<file path="src/common/taylor_pkg.sv">
package taylor_pkg;

	// Argument x, signed Q1.18
	localparam int X_W = 19;
	localparam int FRAC_BITS = 18;

	// Accumulator and result, signed Q4.24
	localparam int Y_W = 28;

	// Result sequence number
	localparam int TAG_W = 4;

	// exp(x) terms, index 0 is c0
	localparam logic [3:0][Y_W-1:0] TAYLOR_COEF = {
		28'h02AAAAB, // 1/6
		28'h0800000, // 1/2
		28'h1000000, // 1
		28'h1000000  // 1
	};

	// Wishbone register map
	localparam logic [1:0] ADR_ARG = 2'd0;
	localparam logic [1:0] ADR_RESULT = 2'd1;
	localparam logic [1:0] ADR_STATUS = 2'd2;

endpackage

</file>
<file path="src/taylor_core/taylor_core.sv">
`timescale 1ns/1ps

module taylor_core import taylor_pkg::*; (
	input  logic             clk,
	input  logic             arst_n,
	input  logic             awake,
	input  logic             start,
	input  logic [X_W-1:0]   arg,
	input  logic [TAG_W-1:0] tag_in,
	input  logic             take,
	output logic             ready,
	output logic             done,
	output logic [Y_W-1:0]   y,
	output logic [TAG_W-1:0] tag_out
);
	logic busy;
	logic [1:0] step;
	logic [1:0] coef_sel;
	logic signed [Y_W-1:0] acc;
	logic signed [X_W-1:0] x;
	logic signed [X_W+Y_W-1:0] prod;
	logic [Y_W-1:0] mac;

	// Horner step: acc*x in Q.42, back to Q.24, plus next term
	assign prod = acc * x;
	assign coef_sel = 2'd2 - step;
	assign mac = Y_W'(prod >>> FRAC_BITS) + TAYLOR_COEF[coef_sel];

	always_ff @(posedge clk or negedge arst_n) begin
		if (!arst_n) begin
			busy <= 1'b0;
			done <= 1'b0;
			ready <= 1'b0;
			step <= '0;
		end else if (!awake) begin // Asleep, held in reset
			busy <= 1'b0;
			done <= 1'b0;
			ready <= 1'b0;
			step <= '0;
		end else if (start) begin
			busy <= 1'b1;
			ready <= 1'b0;
			step <= '0;
		end else if (busy) begin
			step <= step + 2'd1;
			if (step == 2'd2) begin // c0 term added this cycle
				busy <= 1'b0;
				done <= 1'b1;
			end
		end else if (done) begin
			if (take) begin
				done <= 1'b0;
				ready <= 1'b1;
			end
		end else
			ready <= 1'b1;
	end

	always_ff @(posedge clk) begin
		if (start) begin
			acc <= TAYLOR_COEF[3];
			x <= arg;
			tag_out <= tag_in;
		end else if (busy)
			acc <= mac;
	end

	assign y = acc;

endmodule

</file>
<file path="config.mk">
export PLATFORM = sky130hd
export DESIGN_NAME = taylor_core
export DESIGN_NICKNAME = d
export VERILOG_FILES = /design/src/common/taylor_pkg.sv /design/src/taylor_core/taylor_core.sv
export SDC_FILE = /design/constraint.sdc
export NUM_CORES = 1
export LEC_CHECK = 0
export ABC_AREA = 1
export BUFFER_PORTS_ARGS = -buffer_cell sky130_fd_sc_hd__buf_2
export CAP_MARGIN = 20
export CORE_ASPECT_RATIO = 1.1
export CORE_MARGIN = 2
export CORE_UTILIZATION = 50
export DETAILED_ROUTE_END_ITERATION = 8
export PLACE_DENSITY = 0.73
export SKIP_LAST_GASP = 1
export SYNTH_ARGS = -nofsm -noshare
export SYNTH_HDL_FRONTEND = slang
export SYNTH_SLANG_ARGS = --single-unit
export TNS_END_PERCENT = 30
</file>
<file path="constraint.sdc">
create_clock -name clk -period 8 [get_ports clk]
set_clock_uncertainty 0.05 [all_clocks]
set_input_delay 1.2 -clock clk [delete_from_list [all_inputs] [get_ports clk]]
set_output_delay 1.2 -clock clk [all_outputs]
set_load 0.01 [all_outputs]
</file>
==> results.yml <==
logic_synthesis:
  syn_inst: 3002
  ys_seq_area_share_pct: 6.00
  synth_compound_area_share_pct: 3.24
  syn-cell-area_um2: 22900
  ys.flop_type: "dfxtp_1"
  syn_nets: 3686
  yosys.area_share.adder_pct: 52.7
  synth_top_family_by_area: "adder cells"
  synth_xor_area_share_pct: 1.30
  synthSimpleGateAreaFrac_pct: 20.3
  async_flop_share_pct: 8.93
  yosysWarnings: 0
  synth.area.mux_share_pct: 0
  syn_area_per_cell_um2: 7.64
  synth_seq_cells: 56
  synth_edf_count: 23
  ys_types: 46
layout:
  area_delta_synth_final_pct: 8.19
  diodes: 0
  seq_area_um2: 1390
  nNetsFinal: 3739
  fill_cells: 4281
  drive_above_1_share_pct: 9.42
  multi_input_area_um2: 17900
timing:
  hold_slack_ns: 0.445
  slew_headroom_pct: 49.1
  maxSlewViolCount: 0
  hold_viol_final: 0
  fmax_ghz: 0.131
  fin_crit_sh_pct: 95.6
  setup_viol: 0
  tightest_slew_ns: 0.763
  fin_crit_ns: 7.64
clock_network:
  cts_root_buf: "clkbuf_16"
  ctsHtreeMaxLevel: 2
  clk_pin_slew_ns: 0.09
  cts.path.max_buffers: 2
  cts_tree: "yes"
  cts_buffers: 5
  cts_hold_buf: 0
  worstSkewPairLatency_ns: 0.35
  numClockSinks: 56
floorplan:
  dieHeight_um: 229
  num_io_pins: 62
  core_area_um2: 45500
  initial_core_util_pct: 50.4
  rows: 82
  die_area_um2: 47600
  fp.dieW_um: 208
critical_path:
  critPathMaxStageDelay_ns: 0.61
  required_ns: 8.20
  path_common_cell: "nand2_1"
  cp_slowest_cell: "fa_1"
  crit_type: "flip-flop to flip-flop"
  cp-end-kind: "flip-flop"
  critPathArrivalTime_ns: 7.84
  cp-start-kind: "flip-flop"
  path_max_fanout: 10
  rr_worst_depth: 34
drt:
  drt-wirelength-per-cell_um: 16.6
  antenna_left: 0
  detail_route.iter0.violations: 1163
  drc_errors: 0
  dr.pass1.iters: 5
  vias: 18400
  wirelength_um: 60600
  viasPerCell: 5.04
grt:
  grt_pass1_vias: 19500
  antenna_found_initial: 0
  overflow: 0
  grt_pass1_wl_um: 101000
  grt_usage_pct: 26.9
  grt_start_max_net_pins: 46
placement:
  dp_hpwl_um: 51600
  gp_congestion: 1.01
  numPortBuffers: 61
flow_run:
  max_cap_violations: 0
hold_path:
  holdPathStages: 2
  hold_class: "flip-flop to flip-flop"
status:
  outcome: "finished, final reports clean"
==> metal layers <==
layer	global-route usage [%]	up-vias	share of wire, %
li1	-	8589	-
met1	32.6	9037	38
met2	48.6	579	51
met3	2.83	159	5.3
met4	11.8	0	5.0
met5	0	-	0
==> placed cells by master, fill, tap and decap left out, drive strengths merged <==
cell / Yosys / final
clkinv: 2 / 3
fa: 516 / 516
o32ai: 1 / 1
buf: 39 / 166
o21ai: 32 / 32
nor2: 137 / 137
ha: 140 / 140
inv: 879 / 880
dfxtp: 28 / 28
nand4: 17 / 17
a21o: 4 / 4
a21boi: 3 / 3
xor2: 17 / 17
dfrtp: 5 / 5
nor3: 9 / 9
o21bai: 9 / 9
a31oi: 3 / 3
nand2: 868 / 868
nand3b: 2 / 2
nand3: 85 / 85
clkbuf: 81 / 5
xnor2: 17 / 17
a21oi: 74 / 74
o21a: 1 / 1
or2: 5 / 5
edfxtp: 23 / 23
nor4: 1 / 1
clkinvlp: 0 / 1
a211oi: 1 / 1
o211ai: 3 / 3
==> final cells by class <==
cell class	instances	area share, %
sequential	56	5.59
inverter	881	13.3
timing repair buffer	166	5.46
clock inverter	3	0.0908
tap	588	2.97
clock buffer	5	0.505
multi-input combinational	1945	72.0
==> kinds of logic (layout without fill, tap and decap cells) <==
group | after synthesis | count (layout)
AO/OA/AOI/OAI | 131 | 131
XOR/XNOR | 34 | 34
adder cells (fa/ha/maj) | 656 | 656
buffers and inverters | 1001 | 1055
flip-flops | 56 | 56
AND/OR/NAND/NOR | 1124 | 1124
==> cell usage after synthesis (2+ instances only) <==
cell      instances  area share (%)
inv_1           867              14
nand2_1         837              14
fa_1            516              45
ha_1            140             7.6
nor2_1          117             1.9
clkbuf_1         81             1.3
nand3_1          78             1.7
a21oi_1          69             1.5
buf_1            30            0.49
dfxtp_1          28             2.4
nand2_2          27            0.74
o21ai_0          25            0.55
edfxtp_1         23             3.0
xnor2_1          17            0.65
xor2_1           17            0.65
nand4_1          16            0.44
nor2_2           15            0.41
inv_2            12            0.20
o21bai_1          9            0.29
buf_2             7            0.15
nor3_1            7            0.15
o21ai_1           6            0.13
a21oi_2           5            0.19
dfrtp_1           5            0.55
nand3_2           5            0.22
nor2_4            5            0.25
or2_2             5            0.14
a21o_1            4            0.13
nand2_4           4            0.20
a31oi_1           3           0.082
o211ai_1          3           0.098
a21boi_0          2           0.065
buf_4             2           0.065
clkinv_1          2           0.033
nand3_4           2            0.15
==> state kept, by name (all words and copies together), names as in the netlist <==
register / flops
busy: 1
ready: 1
step: 2
tag_out: 4
done: 1
y: 28
x: 19
==> path summary, 6_finish.rpt <==
check / start / end / slack [ns]
setup / recovery: x[6]$_DFFE_PP_ / y[25]$_SDFFE_PP0P_ / 0.36
min in group asynchronous: arst_n / ready$_DFFE_PN0P_ / 0.60
hold reg to reg: ready$_DFFE_PN0P_ / ready$_DFFE_PN0P_ / 0.45
hold / removal: ready$_DFFE_PN0P_ / ready$_DFFE_PN0P_ / 0.45
max in group asynchronous: arst_n / done$_DFFE_PN0P_ / 7.17
setup reg to reg: x[6]$_DFFE_PP_ / y[25]$_SDFFE_PP0P_ / 0.36
==> metrics by stage <==
step | TNS (ns) | worst slack (ns) | cell area (µm²) | util [%] | std cells
3_5_place_dp | 0 | 0.127 | 24300 | 53.5 | 3618
6_report | 0 | 0.356 | 24800 | 54.6 | 3644
2_1_floorplan | 0 | 0.691 | 22900 | - | 3002
5_1_grt | -0.0369 | -0.0264 | 24800 | 54.6 | 3644
3_3_place_gp | 0 | 0.204 | 24300 | 53.5 | 3618
4_1_cts | 0 | 0.0492 | 24500 | 53.8 | 3626
==> critical path: cells and delay by family, from the launching register on <==
kind / cells / cell delay [ns]
adders and majority gates: 9 / 4.07
AOI/OAI and AO/OA: 5 / 0.99
and+or+nand+nor: 11 / 0.99
buffers and inverters: 8 / 0.83
DFF: 1 / 0.42
xor gates and xnor gates: 1 / 0.22
==> what timing repair did <==
action,CTS,global route
endpoints found under the setup margin,0,21
resized for setup,0,32
buffers inserted,0,17
Power is left out: the tool's default activity adds up to more than one toggle a clock period on the data nets, which glitch-free logic cannot reach.
