[src/common/taylor_pkg.sv]
package taylor_pkg;

	// Argument x, signed Q1.18
	localparam int X_W = 19;
	localparam int FRAC_BITS = 18;

	// Accumulator and result, signed Q4.24
	localparam int Y_W = 28;

	// Result sequence number
	localparam int TAG_W = 4;

	// exp(x) terms, index 0 is c0
	localparam logic [3:0][Y_W-1:0] TAYLOR_COEF = {
		28'h02AAAAB, // 1/6
		28'h0800000, // 1/2
		28'h1000000, // 1
		28'h1000000  // 1
	};

	// Wishbone register map
	localparam logic [1:0] ADR_ARG = 2'd0;
	localparam logic [1:0] ADR_RESULT = 2'd1;
	localparam logic [1:0] ADR_STATUS = 2'd2;

endpackage

[src/source/result_collector.sv]
`timescale 1ns/1ps

module result_collector import taylor_pkg::*; #(
	parameter int N_CORES = 6,
	parameter int FIFO_DEPTH = 4
) (
	input  logic                          clk,
	input  logic                          arst_n,
	input  logic [N_CORES-1:0]            done,
	input  logic [N_CORES-1:0][Y_W-1:0]   y,
	input  logic [N_CORES-1:0][TAG_W-1:0] tag,
	output logic [N_CORES-1:0]            take,
	input  logic                          pop,
	output logic                          fifo_valid,
	output logic [TAG_W+Y_W-1:0]          fifo_data,
	output logic [7:0]                    fifo_level
);
	localparam int CORE_W = N_CORES > 1 ? $clog2(N_CORES) : 1;
	localparam int PTR_W = FIFO_DEPTH > 1 ? $clog2(FIFO_DEPTH) : 1;

	logic [TAG_W+Y_W-1:0] mem [FIFO_DEPTH];
	logic [CORE_W-1:0] drain; // Ring position of the next result
	logic [PTR_W-1:0] wr_ptr, rd_ptr;
	logic [7:0] count;
	logic full, push, pull;

	assign full = count == 8'(FIFO_DEPTH);
	assign push = done[drain] && !full;
	assign pull = pop && fifo_valid;

	always_comb begin
		take = '0;
		take[drain] = push;
	end

	always_ff @(posedge clk or negedge arst_n) begin
		if (!arst_n) begin
			drain <= '0;
			wr_ptr <= '0;
			rd_ptr <= '0;
			count <= 8'd0;
		end else begin
			if (push) begin
				drain <= (drain == CORE_W'(N_CORES - 1)) ? '0 : drain + 1'b1;
				wr_ptr <= (wr_ptr == PTR_W'(FIFO_DEPTH - 1)) ? '0 : wr_ptr + 1'b1;
			end
			if (pull)
				rd_ptr <= (rd_ptr == PTR_W'(FIFO_DEPTH - 1)) ? '0 : rd_ptr + 1'b1;
			count <= count + {7'd0, push} - {7'd0, pull};
		end
	end

	always_ff @(posedge clk) begin
		if (push)
			mem[wr_ptr] <= {tag[drain], y[drain]};
	end

	assign fifo_valid = count != 8'd0;
	assign fifo_data = mem[rd_ptr];
	assign fifo_level = count;

endmodule

[config.mk]
export PLATFORM = sky130hd
export DESIGN_NAME = result_collector
export DESIGN_NICKNAME = d
export VERILOG_FILES = /design/src/common/taylor_pkg.sv /design/src/source/result_collector.sv
export SDC_FILE = /design/constraint.sdc
export NUM_CORES = 1
export LEC_CHECK = 0
export ABC_AREA = 1
export BUFFER_PORTS_ARGS = -buffer_cell sky130_fd_sc_hd__buf_2
export CAP_MARGIN = 20
export CORE_MARGIN = 5
export CORE_UTILIZATION = 46
export CTS_CLUSTER_DIAMETER = 80
export CTS_CLUSTER_SIZE = 40
export DETAILED_ROUTE_END_ITERATION = 12
export GPL_TIMING_DRIVEN = 0
export PLACE_DENSITY = 0.85
export SLEW_MARGIN = 20
export SYNTH_ARGS = -nofsm -noshare
export SYNTH_HDL_FRONTEND = slang
export SYNTH_SLANG_ARGS = --single-unit
[constraint.sdc]
create_clock -name clk -period 2.7 [get_ports clk]
set_input_delay 0.27 -clock clk [delete_from_list [all_inputs] [get_ports clk]]
set_output_delay 0.27 -clock clk [all_outputs]
set_load 0.02 [all_outputs]
==> run_results.csv <==
group,metric,value,unit
placed_design,place_area,9057,sq um
critical_path,critPathBufInv,5,
yosys,syn_nets,985,
cts,clockBufferDepth,2,
timing,skew,6.975,ps
placed_design,portBuffers,247,
yosys,synth_top_area_cell,"edfxtp_1",
yosys,synth_edf_count,128,
finish,area_growth,29.36,%
critical_path,cp.arrival,2910,ps
finish,drive_gt1_frac,0.3214,
pwr,p_switching,6.130,mW
critical_path,rrSetupSlack,100,ps
global_routing,grt_use_total,0.2532,
timing,layout_setup_ws,103.6,ps
placed_design,routabilityCongestion,0.9564,
worst_hold_path,min_to,"rd_ptr[1]",
global_routing,use_met3,0.04724,
yosys,synthXorXnorAreaFrac,0.003480,
timing,rsz0062_at_grt,"true",
pwr,vdd_drop_max,811.7,uV
cts,root_buffer,"clkbuf_16",
yosys,synth_cells,767,
die,io_pins,248,
global_routing,antenna_found_initial,0,
die,fp.dieH,138.1,um
timing,slew_headroom,0.2875,
timing,fin_setup_tns,0,ps
cts,cts_tree,"done",
routing,drtIter0Drc,667,
yosys,synth_common_cells,"nand2_1 (137), edfxtp_1 (128), o21ai_0 (113), nor2_1 (97), nand3_1 (42)",
finish,fin_cells,1274,
critical_path,crit_family,"adder cells",
yosys,yosys_warnings,0,
cts,clkLatencyLatePin,420,ps
outcome,status,"finished clean",
routing,dr.pass1.iters,6,
yosys,synthMuxAreaShare,0.02519,
critical_path,crit_type,"reg -> reg",
pwr,p_seq_frac,0.304,
pwr,clkPwrFrac,0.171,
run,drv_cap,0,
timing,whs,220.9,ps
pwr,cellLeakagePower,4.180,nW
worst_hold_path,worstHoldPathCells,3,
global_routing,grt_use_met1,0.3185,
critical_path,crit_path_max_incr_delay,380,ps
critical_path,critPathRequiredTime,3020,ps
die,fp.dieW,138.1,um
yosys,ys_seq_area_frac,0.5587,
timing,finalCritPeriodShare,0.9616,
timing,fin_crit,2596,ps
placed_design,pre_cts_ws,-289.2,ps
timing,fmax,385.2,MHz
global_routing,grt_pass1_wl,37940,um
yosys,synth_top_area_share,0.5090,
yosys,ys_top_cells_by_area,"edfxtp_1 (51%), o21ai_0 (7.5%), nand2_1 (6.8%)",
die,initial_core_util,0.4719,
die,die-area,19080,sq um
critical_path,crit_fanout,10,
finish,fin_nets,1263,
pwr,power,13.37,mW
critical_path,crit_path_start_kind,"register",
finish,fin_area,9768,sq um
pwr,p_per_area,1369,nW/um^2
cts,cts_made_buffers,17,
critical_path,crit_top_cell,"nand2_1",
die,num_rows,46,
critical_path,cp_cell_sequence,"buf_6, buf_6, nand2_1, nand3_2, nand3_4, nand2_4, buf_12, ha_1, inv_1, ha_2, inv_1, fa_2, o21ai_2, nand2_1, nand3_1, nand2_1",
worst_hold_path,hold_class,"in -> reg",
die,coreArea,16000,sq um
finish,n_antenna_cell,0,
finish,nFillCells,1334,
global_routing,grt-ovfl-total,0,
yosys,synthAdderAreaFrac,0.02916,
routing,wl,25230,um
critical_path,reg2reg_depth,16,
routing,post_drt_via_cell_ratio,5.599,
global_routing,grt_busiest_layer,"met2",
critical_path,critPathCaptureType,"register",
pwr,p_comb_frac,0.525,
pwr,p_int,7.239,mW
finish,seqCellArea,4222,sq um
yosys,ys_ff_latch,143,
yosys,synth_most_common_cell,"nand2_1",
worst_hold_path,min_from,"pop",
routing,drc,0,
pwr,p_sw_frac,0.4585,
routing,via_count,7133,
yosys,syn_area_per_cell,9.845,sq um
cts,path_clk_slew,60,ps
global_routing,grt_max_degree,33,
yosys,syn-cell-area,7551,sq um
routing,ant_nets,0,
timing,setup_viol,0,
global_routing,met2_usage,0.4363,
yosys,synth-compound-area-share,0.1596,
timing,worst_pin_slew,1066,ps
yosys,synthArstFlopShare,0.1049,
yosys,synth_top_family_by_area,"simple AND/OR/NAND/NOR gates",
placed_design,dp_hpwl,18550,um
timing,report.final.slew_viol_count,0,
cts,clock_sinks,143,
placed_design,dpl.cell_count,1230,
yosys,ys_types,33,
critical_path,worst_path_max_delay_cell,"fa_2",
finish,utilization,0.6105,
critical_path,r2r_start,"drain[0]",
timing,hold_violations,0,
yosys,synthFlopType,"edfxtp_1",
yosys,synth-simple-area-share,0.1717,
finish,multiInputGateArea,2967,sq um
critical_path,crit_cells,16,
global_routing,grt_pass1_vias,7088,
routing,wire_per_inst,19.81,um
cts,htreeDepth,4,
critical_path,r2r-end,"fifo_level[6]",
-- sequential cells by signal, indices dropped and copies added (netlist names) --
name and cells:
drain 3, fifo_level 8, mem 128, rd_ptr 2
wr_ptr 2
-- worst reg2reg max path, delay by kind of cell, from the launching register on --
kind / cells / cell delay (ps)
simple gates: 7 / 570
fa+ha+maj: 3 / 830
flops: 1 / 370
compound gates: 1 / 190
buf+inv: 5 / 510
-- placed cells by master, fill, tap and decap left out, types with 15 or more instances in the layout --
cell type	Yosys	final
buf_2	17	264
nand2_1	137	137
edfxtp_1	128	128
o21ai_0	113	112
nor2_1	97	97
nand3_1	42	41
o22ai_1	32	32
inv_1	30	30
clkbuf_1	31	30
mux2i_1	19	19
o21a_1	19	19
o211ai_1	19	19
clkbuf_16	0	17
ha_1	16	15
-- kinds of logic (layout without fill, tap and decap cells) --
kind of cell | after synthesis | after routing
AND/OR/NAND/NOR | 295 | 295
AO/OA/AOI/OAI | 203 | 203
flip-flops | 143 | 143
buffers and inverters | 87 | 378
multiplexers | 19 | 19
adder cells (fa/ha/maj) | 17 | 17
XOR/XNOR | 3 | 3
-- worst max path at each step --
stage	start	end	slack [ps]
floorplan	fifo_level[4]	fifo_level[6]	20
global placement	drain[1]	fifo_level[6]	-260
detailed placement	drain[1]	fifo_level[6]	-290
CTS	drain[0]	fifo_level[6]	20
global route	drain[0]	fifo_level[6]	-30
finish	drain[0]	fifo_level[6]	100
-- final cells by class --
class	count	area share
clock inverters	15	0.01563
well taps	216	0.02767
inverters	32	0.01230
repair buffers	259	0.1360
clock buffers	17	0.04355
multi-input cells	537	0.3037
flip-flops and latches	143	0.4322
plain buffers	55	0.02895
-- layer usage --
metal  up-vias  routed length (um)  part of all wire
li1       3285                   -                 -
met1      3283                9527              0.38
met2       482               12550              0.50
met3        83                2246             0.089
met4         0                 907             0.036
met5         -                   0                 0
-- timing repair --
item,CTS,global route
setup buffers,2,9
hold buffers,1,0
endpoints found under the hold margin,15,0
gates cloned,0,0
endpoints found under the setup margin,2,131
resized for setup,5,10
pin swaps,2,6
-- power by group through the flow --
stage	logic, mW	clock network, mW	registers (mW)
after floorplan	4.29	0	4.07
after global placement	6.50	0	4.06
after detailed placement	6.67	0	4.09
after CTS	6.77	2.28	4.06
after global routing	7.55	2.38	4.13
final	7.02	2.29	4.07
No activity file was read; power rests on OpenSTA's default activity.
