**src/common/taylor_pkg.sv**
```systemverilog
package taylor_pkg;

	// Argument x, signed Q1.18
	localparam int X_W = 19;
	localparam int FRAC_BITS = 18;

	// Accumulator and result, signed Q4.24
	localparam int Y_W = 28;

	// Result sequence number
	localparam int TAG_W = 4;

	// exp(x) terms, index 0 is c0
	localparam logic [3:0][Y_W-1:0] TAYLOR_COEF = {
		28'h02AAAAB, // 1/6
		28'h0800000, // 1/2
		28'h1000000, // 1
		28'h1000000  // 1
	};

	// Wishbone register map
	localparam logic [1:0] ADR_ARG = 2'd0;
	localparam logic [1:0] ADR_RESULT = 2'd1;
	localparam logic [1:0] ADR_STATUS = 2'd2;

endpackage

```
**src/source/host_port.sv**
```systemverilog
`timescale 1ns/1ps

module host_port import taylor_pkg::*; #(
	parameter int N_CORES = 6
) (
	input  logic                          clk,
	input  logic                          arst_n,
	input  logic                          cyc,
	input  logic                          stb,
	input  logic                          we,
	input  logic [1:0]                    adr,
	input  logic [31:0]                   dat_w,
	output logic [31:0]                   dat_r,
	output logic                          ack,
	input  logic [N_CORES-1:0]            core_ready,
	output logic [N_CORES-1:0]            core_start,
	output logic [N_CORES-1:0][X_W-1:0]   core_arg,
	output logic [N_CORES-1:0][TAG_W-1:0] core_tag,
	input  logic                          fifo_valid,
	input  logic [TAG_W+Y_W-1:0]          fifo_data,
	input  logic [7:0]                    fifo_level,
	input  logic [7:0]                    awake_count,
	output logic                          pop
);
	localparam int CORE_W = N_CORES > 1 ? $clog2(N_CORES) : 1;

	logic [CORE_W-1:0] ring;
	logic [TAG_W-1:0] tag_cnt;
	logic [X_W-1:0] arg_q;
	logic [TAG_W-1:0] tag_q;
	logic req, arg_wr, res_rd, can_ack, fire;
	logic [31:0] rd_data;

	assign req = cyc && stb && !ack; // Ack cycle closes the transfer
	assign arg_wr = we && adr == ADR_ARG;
	assign res_rd = !we && adr == ADR_RESULT;

	always_comb begin
		if (arg_wr)
			can_ack = core_ready[ring];
		else if (res_rd)
			can_ack = fifo_valid;
		else
			can_ack = 1'b1;
	end

	assign fire = req && can_ack;

	always_comb begin
		rd_data = '0;
		case (adr)
			ADR_RESULT: begin
				rd_data[31 -: TAG_W] = fifo_data[TAG_W+Y_W-1 -: TAG_W];
				rd_data[Y_W-1:0] = fifo_data[Y_W-1:0];
			end
			ADR_STATUS: rd_data = {16'd0, awake_count, fifo_level};
			default: ;
		endcase
	end

	always_ff @(posedge clk or negedge arst_n) begin
		if (!arst_n) begin
			ack <= 1'b0;
			pop <= 1'b0;
			core_start <= '0;
			ring <= '0;
			tag_cnt <= '0;
		end else begin
			ack <= fire;
			pop <= fire && res_rd;
			core_start <= '0;
			if (fire && arg_wr) begin
				core_start[ring] <= 1'b1;
				ring <= (ring == CORE_W'(N_CORES - 1)) ? '0 : ring + 1'b1;
				tag_cnt <= tag_cnt + 1'b1; // Wraps at 2^TAG_W
			end
		end
	end

	always_ff @(posedge clk) begin
		if (fire && arg_wr) begin
			arg_q <= dat_w[X_W-1:0];
			tag_q <= tag_cnt;
		end
		if (fire && !we)
			dat_r <= rd_data;
	end

	// Only the started core samples these
	assign core_arg = {N_CORES{arg_q}};
	assign core_tag = {N_CORES{tag_q}};

endmodule

```
**config.mk**
```make
export PLATFORM = sky130hd
export DESIGN_NAME = host_port
export DESIGN_NICKNAME = d
export VERILOG_FILES = /design/src/common/taylor_pkg.sv /design/src/source/host_port.sv
export SDC_FILE = /design/constraint.sdc
export NUM_CORES = 1
export LEC_CHECK = 0
export BUFFER_PORTS_ARGS = -buffer_cell sky130_fd_sc_hd__buf_2
export CAP_MARGIN = 20
export CORE_AREA = 2 2 106 108
export DETAILED_ROUTE_END_ITERATION = 16
export DIE_AREA = 0 0 108 110
export GPL_TIMING_DRIVEN = 0
export MAX_ROUTING_LAYER = met4
export PLACE_DENSITY = 0.8
export SLEW_MARGIN = 25
export SYNTH_ARGS = -nofsm -noshare
export SYNTH_HDL_FRONTEND = slang
export SYNTH_SLANG_ARGS = --single-unit
```
**constraint.sdc**
```tcl
create_clock -name clk -period 3.6 [get_ports clk]
set_input_delay 0.36 -clock clk [delete_from_list [all_inputs] [get_ports clk]]
set_output_delay 0.36 -clock clk [all_outputs]
set_load 0.05 [all_outputs]
```
==> results of run 1 <==
## metal layers
layer	GRT usage, %	vias up
met4	7.14	0
li1	-	1416
met3	2.88	13
met1	15.2	1304
met5	-	-
met2	26.5	150
## per-stage QoR
step                      cell area, um2  setup TNS, ns  worst slack, ns
after detailed placement            5100              0             1.41
final                               5270              0             1.65
after global placement              5080         -22.20           -0.696
after global routing                5270              0             1.49
after CTS                           5270              0             1.63
after floorplan                     3610              0          0.00535
## synth_stat cells, types with 3 or more instances
master / count
and2_1: 16
ha_1: 4
clkbuf_1: 7
mux2i_1: 3
xnor2_1: 4
nor2b_1: 18
a22oi_1: 16
inv_1: 3
buf_4: 115
edfxtp_1: 55
dfrtp_1: 15
nor3_1: 4
nand2_1: 5
## cell type report
cell class	instances	area (um2)
Buffer	124	906
Clock buffer	10	128
Fill cell	954	5430
Timing Repair Buffer	262	1320
Sequential cell	70	2030
Clock inverter	5	27.5
Inverter	4	17.5
Multi-Input combinational cell	91	666
Tap cell	140	175
## flip-flops by register name, indices dropped and copies added (netlist names)
name / count
tag_q: 4
dat_r: 32
ack: 1
arg_q: 19
tag_cnt: 4
core_start: 6
pop: 1
ring: 3
## final timing paths
path                       depth (start not counted)       start             to
max in group asynchronous                          2      arst_n     tag_cnt[1]
max reg2reg                                        5     ring[1]     tag_cnt[1]
max                                                5     ring[1]     tag_cnt[1]
min in group asynchronous                          2      arst_n  core_start[5]
min                                                1   dat_w[11]      arg_q[11]
min reg2reg                                        0  tag_cnt[3]       tag_q[3]
## cells by family after synthesis
logic type               after synthesis  share of synthesized area [%]
flip-flops                            70                           56.1
buffers and inverters                128                           25.6
adder cells (fa/ha/maj)                4                           1.39
AO/OA/AOI/OAI                         25                           5.47
multiplexers                           4                           1.25
XOR/XNOR                               4                          0.970
AND/OR/NAND/NOR                       54                           9.22
## repair_timing
action | 4_1_cts | 5_1_grt
gates resized for setup | 0 | 0
endpoints found under the hold margin | 15 | 0
hold buffers | 1 | 0
## power groups by stage
stage | Combinational, uW | Clock (uW) | Sequential (uW)
after floorplan | 203 | 0 | 1010
after global placement | 351 | 0 | 954
after detailed placement | 365 | 0 | 956
after CTS | 367 | 549 | 939
after global routing | 394 | 583 | 942
final | 365 | 524 | 938
## worst max-delay path, delay by kind of cell, from the launching register on
family,cells,cell delay (ns)
DFF,1,0.39
and+or+nand+nor,1,0.40
AOI/OAI and AO/OA,1,0.19
buffers and inverters,2,0.52
muxes,1,0.33
==> impl_metrics.yaml, run 1 <==
clock_network:
  cts.clk_slew.worst_paths_ns: 0.07
  cts_inserted_buffers: 9
  clock-sinks: 70
  clock_latency_ns: 0.34
  ctsLongestPathBuffers: 2
  postCtsSetupBuffers: 0
  cts_max_level: 3
  cts_tree: "built"
  cts_root_buf: "clkbuf_8"
critical_path:
  arrival_ns: 2.17
  crit_chain: "clkbuf_1, nor3_2, o21ai_4, inv_4, mux2_4"
  max_stage_delay_ns: 0.40
  startpoint_type: "flop"
  crit_path_max_fanout: 25
  crit_type: "reg2reg"
  cp_data_required_time_ns: 3.82
  crit_slowest_cell: "nor3_2"
  r2r_setup_slack_ns: 1.65
  endpoint_kind: "flop"
route:
  dr_wl_met3_um: 706
  dr_wl_met2_mm: 4.79
  drc: 0
  met1_length_mm: 3.16
  drt-pass1-iter-count: 4
  maxUsedRoutingLayer: "met4"
  route.vias.total: 2883
  via_per_inst: 4.08
  antenna_left: 0
  drt_iter0_drc: 112
  totalWireLength_mm: 8.86
  wl_per_cell_um: 12.5
yosys:
  syn-cell-area_um2: 3610
  ys_top_cells_by_area: "edfxtp_1 46%, buf_4 24%, dfrtp_1 10%"
  synth.avg_cell_area_um2: 12.5
  synth_seq_cells: 70
  ys.flop_type: "edfxtp_1"
  synth.distinct_cells: 33
  yosys_warnings: 0
  synth_top_area_cell: "edfxtp_1"
  synth_top_area_share_pct: 45.7
  ys_seq_area_share_pct: 56.1
  syn_inst: 289
  synthArstFlopShare_pct: 21.4
  synth-edff-count: 55
  syn_nets: 387
placed_design:
  hpwlAfterDp_mm: 7.21
  place_inst: 690
  gp_congestion: 0.810
  port_buffers: 258
pwr:
  switching_share_pct: 29.2
  pwr-share-comb_pct: 20.0
  pwr-share-seq_pct: 51.4
  fin_total_pwr_uw: 1830
  p_per_area_nw_per_um2: 347
  leakagePower_uw: 0.00262
  p_int_uw: 1290
  power.switching_uw: 533
  vdd_ir_drop_max_mv: 0.179
  p_clk_share_pct: 28.7
finish:
  layout-drive-gt1-share_pct: 70.1
  layout_commonest_cell: "buf_2"
  final_cell_mix: "259 x buf_2, 118 x buf_4, 55 x edfxtp_1"
  layout.nets: 660
  fin_cells: 706
  area_growth_pct: 45.9
  postLayoutCoreUtil_pct: 49.3
  n_antenna_cell: 0
timing:
  fin_skew_ns: 0.00842
  timing.final.crit_share_pct: 54.1
  min_period_ns: 1.95
  holdWs_ns: 0.191
  relSlewSlack_pct: 70.3
  fmax_mhz: 513
  finalSetupViolations: 0
  worst_slew_pin_slew_ns: 0.446
  rsz0062_at_grt: "false"
  hold_violations: 0
  report.final.slew_viol_count: 0
global_route:
  grtUsageTotal_pct: 14.6
  grt.overflow.total: 0
  grt_pass1_vias: 2660
  antenna_found_initial: 0
  grt_max_degree: 26
  grt_pass1_wl_mm: 12.8
run:
  maxCapViolCount: 0
run_status:
  status: "complete, no violations"
floorplanning:
  die_h_um: 110
  die_area_um2: 11900
  die_w_um: 108
  rows: 38
  ioPinCount: 272
  core_um2: 10700
  start_util_pct: 33.8
hold_path:
  holdCritPathClass: "in2reg"
No activity file was read; power rests on OpenSTA's default activity.
==> run 2: changes to the inputs <==
--- a/config.mk
+++ b/config.mk
@@ -5,11 +5,12 @@
 export SDC_FILE = /design/constraint.sdc
 export NUM_CORES = 1
 export LEC_CHECK = 0
+export ABC_AREA = 1
 export BUFFER_PORTS_ARGS = -buffer_cell sky130_fd_sc_hd__buf_2
 export CAP_MARGIN = 20
-export CORE_AREA = 2 2 106 108
+export CORE_AREA = 2 2 107 109
 export DETAILED_ROUTE_END_ITERATION = 16
-export DIE_AREA = 0 0 108 110
+export DIE_AREA = 0 0 109 111
 export GPL_TIMING_DRIVEN = 0
 export MAX_ROUTING_LAYER = met4
 export PLACE_DENSITY = 0.8
==> constraint.sdc (replaced) <==
create_clock -name clk -period 1.9 [get_ports clk]
set_input_delay 0.19 -clock clk [delete_from_list [all_inputs] [get_ports clk]]
set_output_delay 0.19 -clock clk [all_outputs]
set_load 0.05 [all_outputs]
==> run 2 against run 1 <==
Non-clock buffer count grew 6. Critical path type unchanged. Via count grew 11%. Largest cell class unchanged. Largest power group unchanged. Final area grew 6.5%. Final cell count grew 12%. Maximum frequency grew 9.4%.
==> impl_metrics.yaml, run 2 <==
clock_network:
  cts_max_level: 3
  cts_inserted_buffers: 9
  clock-sinks: 70
  cts_tree: "built"
  ctsLongestPathBuffers: 2
  clock_latency_ns: 0.34
  cts_root_buf: "clkbuf_16"
  cts.clk_slew.worst_paths_ns: 0.06
finish:
  layout_commonest_cell: "buf_2"
  largest_register_ffs: 32
  layout.nets: 738
  postLayoutCoreUtil_pct: 50.7
  area_growth_pct: 52.6
  fin_cells: 788
  final_cell_mix: "258 x buf_2, 123 x buf_4, 76 x nand2_1"
  n_antenna_cell: 0
  layout-drive-gt1-share_pct: 64.3
  regMostFlops: "dat_r"
  reg_top3: "dat_r (32), arg_q (19), core_start (6)"
  final_cell_area_um2: 5610
route:
  drc: 0
  dr_wl_met3_um: 851
  wl_per_cell_um: 12.3
  drt-pass1-iter-count: 4
  via_per_inst: 4.07
  antenna_left: 0
  route.vias.total: 3206
  dr_wl_met2_mm: 5.14
  totalWireLength_mm: 9.69
  maxUsedRoutingLayer: "met4"
  met1_length_mm: 3.50
  drt_iter0_drc: 94
timing:
  min_period_ns: 1.78
  hold_violations: 0
  worst_slew_pin_slew_ns: 0.497
  report.final.slew_viol_count: 0
  timing.final.crit_share_pct: 93.8
  fin_skew_ns: 0.00394
  finalSetupViolations: 0
  fmax_mhz: 561
  holdWs_ns: 0.0257
  relSlewSlack_pct: 66.9
placed_design:
  place_inst: 759
  hpwlAfterDp_mm: 7.33
  gp_congestion: 0.794
  placed_area_um2: 5160
  port_buffers: 258
floorplanning:
  die_h_um: 111
  die_area_um2: 12100
  die_w_um: 109
  ioPinCount: 272
  core_um2: 11100
  rows: 39
  start_util_pct: 33.2
yosys:
  syn_inst: 358
  yosys_warnings: 0
  synth_seq_cells: 70
  synth_top_area_share_pct: 44.9
  syn-cell-area_um2: 3680
  synth.most_common_cell: "buf_4"
  ys_top_cells_by_area: "edfxtp_1 45%, buf_4 24%, dfrtp_1 10%"
  synthArstFlopShare_pct: 21.4
  ys_seq_area_share_pct: 55.1
  synth.distinct_cells: 22
  synth-edff-count: 55
  synth.avg_cell_area_um2: 10.3
  ys.flop_type: "edfxtp_1"
  synth_top_area_cell: "edfxtp_1"
  syn_nets: 456
  synth_common_cells: "116 x buf_4, 76 x nand2_1, 55 x edfxtp_1"
hold_path:
  hold_path_startpoint: "dat_w[5]"
  min_path_cells: 1
  holdCritPathClass: "in2reg"
critical_path:
  startpoint_type: "flop"
  r2r_cells: 10
  crit_path_max_fanout: 6
  arrival_ns: 1.83
  crit_type: "reg2reg"
  crit_top_cell: "buf_4"
  worstSetupPathDepth: 10
  endpoint_kind: "flop"
  crit_chain: "inv_1, nor2_1, nand3_1, nand2_1, inv_2, nand2_4, nand3b_1, buf_4, nor2_4, buf_4"
  r2r_start: "ring[2]"
  crit_slowest_cell: "dfrtp_2"
  crit_family: "simple AND/OR/NAND/NOR gates"
  path_buf_inv: 4
  cp_data_required_time_ns: 1.95
  setup.worst_path.start: "ring[2]"
  max_stage_delay_ns: 0.43
pwr:
  p_per_area_nw_per_um2: 744
  vdd_ir_drop_max_mv: 0.388
  leakagePower_uw: 0.00299
global_route:
  grt.overflow.total: 0
  antenna_found_initial: 0
  grt_pass1_vias: 2941
  grtUsageTotal_pct: 16.5
  grt_pass1_wl_mm: 14.5
  grt_max_degree: 17
run:
  maxCapViolCount: 0
run_status:
  status: "complete, no violations"
==> run 2: final timing paths <==
kind / end / slack (ns)
hold reg to reg: tag_q[1] / 0.53
hold / removal: arg_q[5] / 0.03
min in group asynchronous: ring[0] / 0.29
max in group asynchronous: ack / 1.35
setup / recovery: dat_r[21] / 0.12
setup reg to reg: dat_r[21] / 0.12
==> run 2: final cells by class <==
| type | instances | area [um2] |
|---|---|---|
| Timing Repair Buffer | 269 | 1400 |
| Multi-Input combinational cell | 131 | 651 |
| Clock buffer | 11 | 254 |
| Tap cell | 143 | 179 |
| Inverter | 35 | 135 |
| Sequential cell | 70 | 2030 |
| Timing Repair inverter | 1 | 7.51 |
| Buffer | 123 | 901 |
| Clock inverter | 5 | 53.8 |
| Fill cell | 1035 | 5460 |
==> run 2: metal layers <==
| layer | vias up | track usage [%] |
|---|---|---|
| li1 | 1592 | - |
| met1 | 1451 | 16.9 |
| met5 | - | - |
| met4 | 0 | 6.58 |
| met2 | 150 | 29.6 |
| met3 | 13 | 4.00 |
==> run 2: repair_timing <==
item                                    in CTS  in global routing
pin swaps                                    2                  0
resized for setup                            3                  5
hold endpoints to repair                    15                  0
endpoints found under the setup margin      55                 55
cloned                                       2                  0
hold buffers                                 1                  0
buffers inserted                             5                  5
==> run 2: through the flow <==
| step | worst slack, ns | total power [uW] | setup TNS [ns] |
|---|---|---|---|
| floorplan | -0.0488 | 2240 | -1.56 |
| finish | 0.119 | 4170 | 0 |
| global route | -0.00302 | 4360 | -0.00302 |
| detailed placement | -0.463 | 2440 | -23.40 |
| CTS | 0.0330 | 4200 | 0 |
| global placement | -0.440 | 2420 | -22.13 |
==> run 2: report_power, final <==
| part | internal (uW) | switching (uW) | total (uW) |
|---|---|---|---|
| clock network | 1100 | 633 | 1730 |
| logic | 223 | 434 | 657 |
| registers | 1730 | 58.7 | 1790 |
| total | 3050 | 1130 | 4170 |
==> run 2: kinds of logic (layout without fill, tap and decap cells) <==
family / after synthesis / in the layout / synth area share, %
AOI/OAI and AO/OA: 18 / 18 / 2.55
DFF: 70 / 70 / 55.1
buffers and inverters: 158 / 444 / 28.0
adders and majority gates: 4 / 4 / 1.36
xor gates and xnor gates: 3 / 3 / 0.715
and+or+nand+nor: 105 / 106 / 12.3
