===== config.mk =====
export PLATFORM = sky130hd
export DESIGN_NAME = core_wakeup
export DESIGN_NICKNAME = d
export VERILOG_FILES = /design/src/source/core_wakeup.sv
export SDC_FILE = /design/constraint.sdc
export NUM_CORES = 1
export LEC_CHECK = 0
export BUFFER_PORTS_ARGS = -buffer_cell sky130_fd_sc_hd__buf_4
export CORE_UTILIZATION = 52
export DETAILED_ROUTE_END_ITERATION = 6
export PLACE_DENSITY = 0.75
export SYNTH_ARGS = -nofsm -noshare
export SYNTH_HDL_FRONTEND = slang
export SYNTH_SLANG_ARGS = --single-unit

===== constraint.sdc =====
create_clock -name clk -period 2.2 [get_ports clk]
set_input_delay 0.33 -clock clk [delete_from_list [all_inputs] [get_ports clk]]
set_output_delay 0.33 -clock clk [all_outputs]
set_load 0.02 [all_outputs]

===== src/source/core_wakeup.sv =====
`timescale 1ns/1ps

module core_wakeup #(
	parameter int N_CORES = 6,
	parameter int WAKE_GAP = 7
) (
	input  logic               clk,
	input  logic               arst_n,
	output logic [N_CORES-1:0] awake,
	output logic [7:0]         awake_count
);
	localparam int IDX_W = $clog2(N_CORES + 1);
	localparam int GAP_W = $clog2(WAKE_GAP + 1);

	logic [IDX_W-1:0] idx; // Next core to wake
	logic [GAP_W-1:0] gap_cnt;
	logic all_awake;

	assign all_awake = idx == IDX_W'(N_CORES);

	always_ff @(posedge clk or negedge arst_n) begin
		if (!arst_n) begin
			awake <= '0;
			awake_count <= 8'd0;
			idx <= '0;
			gap_cnt <= '0;
		end else if (!all_awake) begin
			if (gap_cnt == GAP_W'(WAKE_GAP - 1)) begin
				gap_cnt <= '0;
				awake[idx] <= 1'b1;
				idx <= idx + 1'b1;
				awake_count <= awake_count + 8'd1;
			end else
				gap_cnt <= gap_cnt + 1'b1;
		end
	end

endmodule


==> reports/results.txt, run 1 <==
hpwl dp = 1040 um
initial drt markers = 10
Routed Antenna Nets = 0
cell count after synthesis = 71
NumNets Final = 94
Avg Vias per Cell = 5.53
Max Root-Sink Buffers = 2
CTS Sinks = 20
Largest stage delay, worst path = 410 ps
# diodes = 0
Initial Util = 0.571
Residual DRC = 0
final wirelength = 1420 um
I/O Pins = 16
DRT Pass-1 Iters = 4
max-cap viol count = 0
library cells used by synthesis = 28
outcome = finished, final reports clean
Yosys reg bits = 20
fin util = 0.663
Critical R2R Capture = awake_count[1]$_DFFE_PN0P_
Worst path slowest cell = dfrtp_1
GP Congestion = 0.770
leak pwr = 0.458 nW
Row Count = 14
Die ar. = 1880 um2
clk_lat worst skew = 290 ps
detailed-route via count = 570
Setup crit end kind = register
clock root buffer = clkbuf_4
Fin. Hold Viols = 0
Global Route Usage Sum = 0.178
syn nets = 76
WP depth = 5
Pwr Total = 0.540 mW
CTS Hold Bufs = 1
Placed Area = 1000 um2
Cell Chain, Critical Path = inv_1 -> ha_1 -> a21oi_4 -> and2_4 -> mux2_4
FF-to-FF setup slack = 500 ps
cell area after layout = 1030 um2
Post-Syn Area = 890 um2
crit path launch = idx[0]$_DFFE_PN0P_
worst setup path class = reg -> reg
Resized cells post-CTS = 0
initial antenna violation count = 0
vias in the first global route = 513
Ys Warns = 0
PwrDens = 523 nW/um2
register area share after synthesis = 0.563
Hold WC Path Type = in -> async
fin crit period = 1700 ps
number of setup buffers added after CTS = 0
Area Overhead vs Synth = 16.2%
largest net degree at the start of global routing = 21
fin. max-slew vios = 0
Critical Path Fanout Max = 9
worst r2r path cells = 5
maximum vdd drop = 0.366 mV
Worst R2R Start = idx[0]$_DFFE_PN0P_
Slew Limit Headroom = 0.776
Max Fclk = 588 MHz
GRT overflow = 0
crit path DAT = 1890 ps
layout cells sized above 1 = 0.299
Setup crit end = awake_count[1]$_DFFE_PN0P_
CP top delay family = flip-flops
die extent in y = 43.4 um
Die X = 43.4 um
final number of setup-violating endpoints = 0
worst hold margin = 441 ps
fin crit share = 0.773
first-pass GRT wire length = 2370 um
worst path bufs/invs = 1
Worst-Margin Slew = 336 ps
Worst Path Required = 2390 ps
CTS H-tree depth = 1
RSZ-0062 raised after global routing = false
CTS tree = yes
PortBufs = 15
Worst Clk Skew = 3.09 ps
Setup TNS = 0 ps
Worst-path clk slew = 100 ps
startpoint types = register
routed length per placed instance = 13.8 um
Syn Area/Cell = 12.5 um2
core area = 1560 um2
TritonCTS buffer count = 3
-- flip-flops by register name, summed over array words and instances, names as in the netlist --
register / count
gap_cnt: 3
awake_count: 8
idx: 3
awake: 6
-- metrics by stage --
stage,std cells,setup WS [ps]
after floorplan,71,577
after global placement,99,571
after detailed placement,99,510
after CTS,103,503
after global routing,103,401
final,103,500
-- Yosys cell counts --
cell / instances / area share
dfrtp_1: 20 / 0.56
xnor2_1: 6 / 0.059
a31o_2: 4 / 0.039
nand2_1: 4 / 0.017
nand4_1: 4 / 0.028
ha_1: 3 / 0.042
xor2_1: 3 / 0.030
a21o_1: 2 / 0.017
and3_1: 2 / 0.014
and4_1: 2 / 0.020
inv_1: 2 / 0.0084
nand3_1: 2 / 0.011
nor2_1: 2 / 0.0084
a21oi_1: 1 / 0.0056
a21oi_4: 1 / 0.018
a31oi_1: 1 / 0.0070
and2_0: 1 / 0.0070
and2_1: 1 / 0.0070
and2_4: 1 / 0.0098
buf_2: 1 / 0.0056
buf_6: 1 / 0.013
clkbuf_2: 1 / 0.0056
mux2_4: 1 / 0.017
mux2i_1: 1 / 0.011
nand2b_1: 1 / 0.0070
nor3b_2: 1 / 0.014
o21ai_0: 1 / 0.0056
o2bb2ai_1: 1 / 0.0098
-- power breakdown --
group / switching (mW) / leakage, nW / internal, mW / total [mW]
logic: 0.00674 / 0.217 / 0.00237 / 0.00911
registers: 0 / 0.227 / 0.367 / 0.367
clock network: 0.100 / 0.0138 / 0.0637 / 0.164
total: 0.107 / 0.458 / 0.433 / 0.540
-- area by class of cell --
cell class / count / area [um2]
inverters: 2 / 7.51
repair buffers: 16 / 123
well taps: 16 / 20.0
fillers: 119 / 526
flip-flops and latches: 20 / 500
clock buffers: 3 / 22.5
multi-input cells: 46 / 360
-- metal layers --
metal	GRT usage	wire, um
met5	0	0
met4	0.131	31
met3	0.0250	37
met2	0.230	601
met1	0.271	749
-- cells by family after synthesis --
logic type                 Yosys count  synth area share
and+or+nand+nor                     21             0.143
adders and majority gates            3            0.0422
buffers and inverters                5            0.0323
xor gates and xnor gates             9            0.0886
DFF                                 20             0.563
AOI/OAI and AO/OA                   11             0.103
muxes                                2            0.0281
-- cell usage in the layout (no fill, tap or decap) --
cell type / instances
xor2_1: 3
a21oi_1: 1
nand3_1: 2
nor3b_2: 1
o21ai_0: 1
ha_1: 3
a21oi_4: 1
buf_4: 15
nand4_1: 4
dfrtp_1: 20
dlygate4sd3_1: 1
and2_1: 1
mux2_4: 1
and4_1: 2
and3_1: 2
clkbuf_4: 3
xnor2_1: 6
nand2b_1: 1
o2bb2ai_1: 1
a31oi_1: 1
a31o_2: 4
mux2i_1: 1
a21o_1: 2
and2_4: 1
inv_1: 2
nand2_1: 4
nor2_1: 2
and2_0: 1
-- worst min path at each step --
stage                                        end  cells after the start
after floorplan             awake[0]$_DFFE_PN0P_                      0
after global placement        idx[2]$_DFFE_PN0P_                      1
after detailed placement    awake[0]$_DFFE_PN0P_                      1
after CTS                 gap_cnt[2]$_DFFE_PN0P_                      2
after global routing        awake[0]$_DFFE_PN0P_                      2
final                     gap_cnt[2]$_DFFE_PN0P_                      2
Power figures use the tool's default switching activity.
==> run 2: changes to the inputs <==
--- a/config.mk
+++ b/config.mk
@@ -5,10 +5,11 @@
 export SDC_FILE = /design/constraint.sdc
 export NUM_CORES = 1
 export LEC_CHECK = 0
+export ABC_AREA = 1
 export BUFFER_PORTS_ARGS = -buffer_cell sky130_fd_sc_hd__buf_4
-export CORE_UTILIZATION = 52
+export CORE_UTILIZATION = 53
 export DETAILED_ROUTE_END_ITERATION = 6
-export PLACE_DENSITY = 0.75
+export PLACE_DENSITY = 0.76
 export SYNTH_ARGS = -nofsm -noshare
 export SYNTH_HDL_FRONTEND = slang
 export SYNTH_SLANG_ARGS = --single-unit
==> constraint.sdc (replaced) <==
create_clock -name clk -period 1.8 [get_ports clk]
set_input_delay 0.27 -clock clk [delete_from_list [all_inputs] [get_ports clk]]
set_output_delay 0.27 -clock clk [all_outputs]
set_load 0.02 [all_outputs]
==> run 2 against run 1 <==
Compared with the run above: critical path depth up 2; critical endpoint is now awake[2]$_DFFE_PN0P_; largest power group unchanged; highest routed layer unchanged; critical path type unchanged; flip-flop and latch count unchanged; fmax up 7.4%; largest cell class unchanged.
==> reports/results.txt, run 2 <==
vias in the first global route = 592
routed length per placed instance = 10.7 um
Post-synth EDFFs = 0
pre-CTS WS = 241 ps
most numerous cell in the Yosys netlist = nand2_1
Synth Flop Type = dfrtp_1
TritonCTS buffer count = 3
number of setup buffers added after CTS = 0
register area share after synthesis = 0.512
Worst path slowest cell = dfrtp_1
max-cap viol count = 0
worst path bufs/invs = 1
startpoint types = register
outcome = finished, final reports clean
Worst Path Required = 2020 ps
Resized cells post-CTS = 0
first-pass GRT wire length = 2530 um
final number of setup-violating endpoints = 0
Worst-path clk slew = 110 ps
fin crit period = 1580 ps
GP Congestion = 0.758
Post-Syn Area = 977 um2
cell count after synthesis = 103
most frequent cells in the layout = 35 x nand2_1, 20 x dfrtp_1, 15 x buf_4, 9 x nor2_1, 8 x inv_1
initial antenna violation count = 0
Cell Chain, Critical Path = inv_1 -> ha_1 -> nand2_2 -> nand2_4 -> nor2_8 -> nand2_1 -> o21bai_1
Global Route Usage Sum = 0.177
CTS Hold Bufs = 1
Setup TNS = 0 ps
layout cells sized above 1 = 0.238
final wirelength = 1570 um
fin util = 0.664
Die ar. = 2020 um2
# diodes = 0
Worst Clk Skew = 5.44 ps
GRT overflow = 0
Worst-Margin Slew = 278 ps
Top reg by flops = awake_count
length of routed met3 wiring = 43 um
fin. max-slew vios = 0
largest cells by area after synthesis = dfrtp_1 51%, nand2_1 13%, ha_1 3.8%
Area Overhead vs Synth = 17.4%
Initial Util = 0.566
Fin. Hold Viols = 0
die extent in y = 44.9 um
FILL cells = 157
top cell type's share of synthesized area = 0.512
WL met2 = 756 um
async set or reset register ratio after synthesis = 1.00
PortBufs = 15
Die X = 44.9 um
Critical Path Fanout Max = 16
CTS Sinks = 20
top flop regs = awake_count: 8 flops, awake: 6 flops
Max Root-Sink Buffers = 2
DRT Pass-1 Iters = 4
core area = 1730 um2
Syn Area/Cell = 9.49 um2
most common cell after layout, fill and taps aside = nand2_1
Slew Limit Headroom = 0.815
largest net degree at the start of global routing = 21
I/O Pins = 16
Avg Vias per Cell = 4.93
worst setup path class = reg -> reg
leak pwr = 0.555 nW
Hold WC Path Type = in -> async
Setup crit end kind = register
fin crit share = 0.880
setup ws final = 217 ps
Row Count = 15
initial drt markers = 13
max reg flops = 8
worst hold margin = 372 ps
crit path DAT = 1800 ps
Largest stage delay, worst path = 420 ps
CTS H-tree depth = 1
Yosys reg bits = 20
post-synth top area cell = dfrtp_1
clk_lat worst skew = 300 ps
RSZ-0062 raised after global routing = false
PwrDens = 625 nW/um2
CTS tree = yes
detailed-route via count = 724
Max Fclk = 632 MHz
CP top delay family = simple AND/OR/NAND/NOR gates
library cells used by synthesis = 21
Post-synth top cells = 35 x nand2_1, 20 x dfrtp_1, 9 x nor2_1, 8 x inv_1, 4 x o21bai_1
Routed Antenna Nets = 0
clock root buffer = clkbuf_4
Ys Warns = 0
NumNets Final = 128
wl on met1 = 741 um
Residual DRC = 0
maximum vdd drop = 0.423 mV
hpwl dp = 1140 um
top sig layer = met4
syn nets = 108
-- run 2: cell types whose count changed after synthesis, moves of 3 or more --
cell,before,now
a31o_2,4,0
nand4_1,4,0
o21bai_1,0,4
nand2_1,4,35
xnor2_1,6,3
xor2_1,3,0
inv_1,2,8
nor2_1,2,9
-- run 2: layout make-up --
type | count | area [um2] | share of cell area
Tap cell | 25 | 31.3 | 0.0273
Multi-Input combinational cell | 73 | 423 | 0.369
Inverter | 9 | 33.8 | 0.0294
Timing Repair Buffer | 16 | 123 | 0.107
Sequential cell | 20 | 500 | 0.436
Clock buffer | 4 | 36.3 | 0.0316
-- run 2: kinds of logic after synthesis --
| family | share of synthesized area |
|---|---|
| AND/OR/NAND/NOR | 0.275 |
| AO/OA/AOI/OAI | 0.0755 |
| adder cells (fa/ha/maj) | 0.0384 |
| buffers and inverters | 0.0551 |
| flip-flops | 0.512 |
| XOR/XNOR | 0.0435 |
-- run 2: where the power goes --
part / switching [mW] / internal (mW) / leakage, nW / total [mW]
Combinational: 0.00831 / 0.00290 / 0.307 / 0.0112
Clock: 0.134 / 0.123 / 0.0210 / 0.257
Sequential: 0 / 0.449 / 0.227 / 0.449
-- run 2: through the flow --
step           instances  instance area (um2)  power [mW]
6_report             147                 1150       0.717
5_1_grt              147                 1150       0.740
4_1_cts              147                 1150       0.724
3_5_place_dp         142                 1100       0.468
3_3_place_gp         142                 1100       0.468
2_1_floorplan        103                  977       0.458
-- run 2: final timing paths --
| kind | startpoint | endpoint | slack, ps | depth (start not counted) |
|---|---|---|---|---|
| min in group clk | awake[5]$_DFFE_PN0P_ | awake[5]$_DFFE_PN0P_ | 480 | 1 |
| worst max-delay path | idx[0]$_DFFE_PN0P_ | awake[2]$_DFFE_PN0P_ | 220 | 7 |
| max in group asynchronous | arst_n | idx[0]$_DFFE_PN0P_ | 1220 | 2 |
| worst min register to register | awake[5]$_DFFE_PN0P_ | awake[5]$_DFFE_PN0P_ | 480 | 1 |
| worst max register to register | idx[0]$_DFFE_PN0P_ | awake[2]$_DFFE_PN0P_ | 220 | 7 |
| worst min-delay path | arst_n | awake_count[6]$_DFFE_PN0P_ | 370 | 2 |
-- run 2: layer usage --
layer,vias up,track usage
met3,4,0.0240
met2,13,0.246
met4,0,0.109
li1,363,-
met5,-,0
met1,344,0.261
==> run 3: changes to the inputs <==
--- a/config.mk
+++ b/config.mk
@@ -10,6 +10,8 @@
 export CORE_UTILIZATION = 53
 export DETAILED_ROUTE_END_ITERATION = 6
 export PLACE_DENSITY = 0.76
+export SETUP_SLACK_MARGIN = 0.5
+export SKIP_CTS_REPAIR_TIMING = 1
 export SYNTH_ARGS = -nofsm -noshare
 export SYNTH_HDL_FRONTEND = slang
 export SYNTH_SLANG_ARGS = --single-unit
==> run 3 against run 2 <==
Compared with the run above: fmax is 20% higher; global-route usage stayed put; cell count is 5.4% higher; critical endpoint is now awake_count[0]$_DFFE_PN0P_; largest power group unchanged.
==> reports/results.txt, run 3 (synthesized netlist as in run 2, its figures left out) <==
CP most frequent cell = nand2_4
fin util = 0.720
Fin. Hold Viols = 0
layout cells sized above 1 = 0.323
crit path launch = idx[0]$_DFFE_PN0P_
PortBufs = 15
CP top delay family = flip-flops
I/O Pins = 16
Cell Chain, Critical Path = inv_2 -> ha_4 -> nand2_4 -> nand2_4 -> nor2_8 -> buf_6 -> xor2_2
crit path DAT = 1560 ps
fin crit period = 1320 ps
CTS H-tree depth = 1
clk_lat worst skew = 300 ps
Worst-Margin Slew = 247 ps
Residual DRC = 0
leak pwr = 0.593 nW
Worst path slowest cell = dfrtp_1
fin crit share = 0.735
cell internal pwr = 0.575 mW
sw frac = 0.203
Initial Util = 0.566
initial antenna violation count = 0
CTS tree = yes
Setup TNS = 0 ps
worst setup path class = reg -> reg
Global Route Usage Sum = 0.177
top flop regs = awake_count: 8 flops, awake: 6 flops
Routed Antenna Nets = 0
worst path bufs/invs = 2
WP depth = 7
Setup crit end = awake_count[0]$_DFFE_PN0P_
initial drt markers = 18
vias in the first global route = 590
Worst Clk Skew = 4.35 ps
PwrDens = 581 nW/um2
Die ar. = 2020 um2
final wirelength = 1820 um
FF-to-FF setup slack = 480 ps
Sequential Power Share = 0.622
# diodes = 0
P_sw = 0.147 mW
Logic pwr share = 0.016
detailed-route via count = 788
Area Overhead vs Synth = 27.3%
clock power share = 0.363
max-cap viol count = 0
startpoint types = register
most common cell after layout, fill and taps aside = nand2_1
clock root buffer = clkbuf_4
NumNets Final = 136
DRT Pass-1 Iters = 4
Hold WC Path Type = in -> async
outcome = finished, final reports clean
first-pass GRT wire length = 2530 um
Max Fclk = 756 MHz
die extent in y = 44.9 um
final number of setup-violating endpoints = 0
Setup crit end kind = register
worst hold margin = 365 ps
most frequent cells in the layout = 34 x nand2_1, 20 x buf_4, 18 x dfrtp_1, 9 x nor2_1, 7 x inv_1
Critical Path Fanout Max = 6
Row Count = 15
max reg flops = 8
Worst R2R Start = idx[0]$_DFFE_PN0P_
largest net degree at the start of global routing = 21
TritonCTS buffer count = 3
Worst-path clk slew = 110 ps
fin. max-slew vios = 0
Worst Path Required = 2040 ps
CTS Sinks = 20
worst r2r path cells = 7
Die X = 44.9 um
core area = 1730 um2
Critical R2R Capture = awake_count[0]$_DFFE_PN0P_
Max Root-Sink Buffers = 2
hpwl dp = 1140 um
Avg Vias per Cell = 5.08
GRT overflow = 0
GP Congestion = 0.758
routed length per placed instance = 11.7 um
Placed Area = 1100 um2
cell area after layout = 1240 um2
maximum vdd drop = 0.481 mV
RSZ-0062 raised after global routing = true
Largest stage delay, worst path = 410 ps
Top reg by flops = awake_count
Slew Limit Headroom = 0.835
[run 3: cell count changes in the layout (fill, tap and decap cells not counted)]
cell,before,now
dfrtp_1,20,18
buf_4,15,20
nor2_4,0,1
buf_6,0,2
dfrtp_2,0,2
nand2_1,35,34
inv_1,8,7
ha_4,0,1
ha_1,3,2
nand2_4,1,2
inv_4,0,1
[run 3: metrics by stage]
stage / total power, mW / setup WS, ps / cells
4_1_cts: 0.722 / 208 / 146
6_report: 0.722 / 476 / 155
3_3_place_gp: 0.468 / 329 / 142
3_5_place_dp: 0.468 / 241 / 142
5_1_grt: 0.740 / 411 / 155
2_1_floorplan: 0.458 / 519 / 103
[run 3: power by group through the flow]
stage	clock [mW]	sequential, mW	combinational [mW]
detailed placement	0	0.458	0.0104
global route	0.277	0.449	0.0138
CTS	0.263	0.449	0.0103
floorplan	0	0.458	0.000000240
global placement	0	0.458	0.0105
finish	0.262	0.449	0.0113
[run 3: area by class of cell]
| cell class | count | area [um2] |
|---|---|---|
| Tap cell | 25 | 31.3 |
| Timing Repair Buffer | 23 | 183 |
| Inverter | 9 | 36.3 |
| Clock buffer | 4 | 36.3 |
| Multi-Input combinational cell | 74 | 454 |
| Fill cell | 133 | 483 |
| Sequential cell | 20 | 503 |
[run 3: how the worst min path moves through the flow]
stage / startpoint / cells past startpoint / to
floorplan: arst_n / 0 / awake[0]$_DFFE_PN0P_
global placement: arst_n / 1 / awake_count[7]$_DFFE_PN0P_
detailed placement: arst_n / 1 / awake_count[6]$_DFFE_PN0P_
CTS: arst_n / 1 / awake_count[6]$_DFFE_PN0P_
global route: arst_n / 2 / gap_cnt[2]$_DFFE_PN0P_
finish: arst_n / 2 / awake_count[6]$_DFFE_PN0P_
[run 3: layer usage]
| layer | wire length [um] | global-route usage | up-vias |
|---|---|---|---|
| met5 | 0 | 0 | - |
| met4 | 33 | 0.109 | 0 |
| met3 | 47 | 0.0240 | 5 |
| met2 | 903 | 0.246 | 14 |
| met1 | 832 | 0.261 | 388 |
| li1 | - | - | 381 |
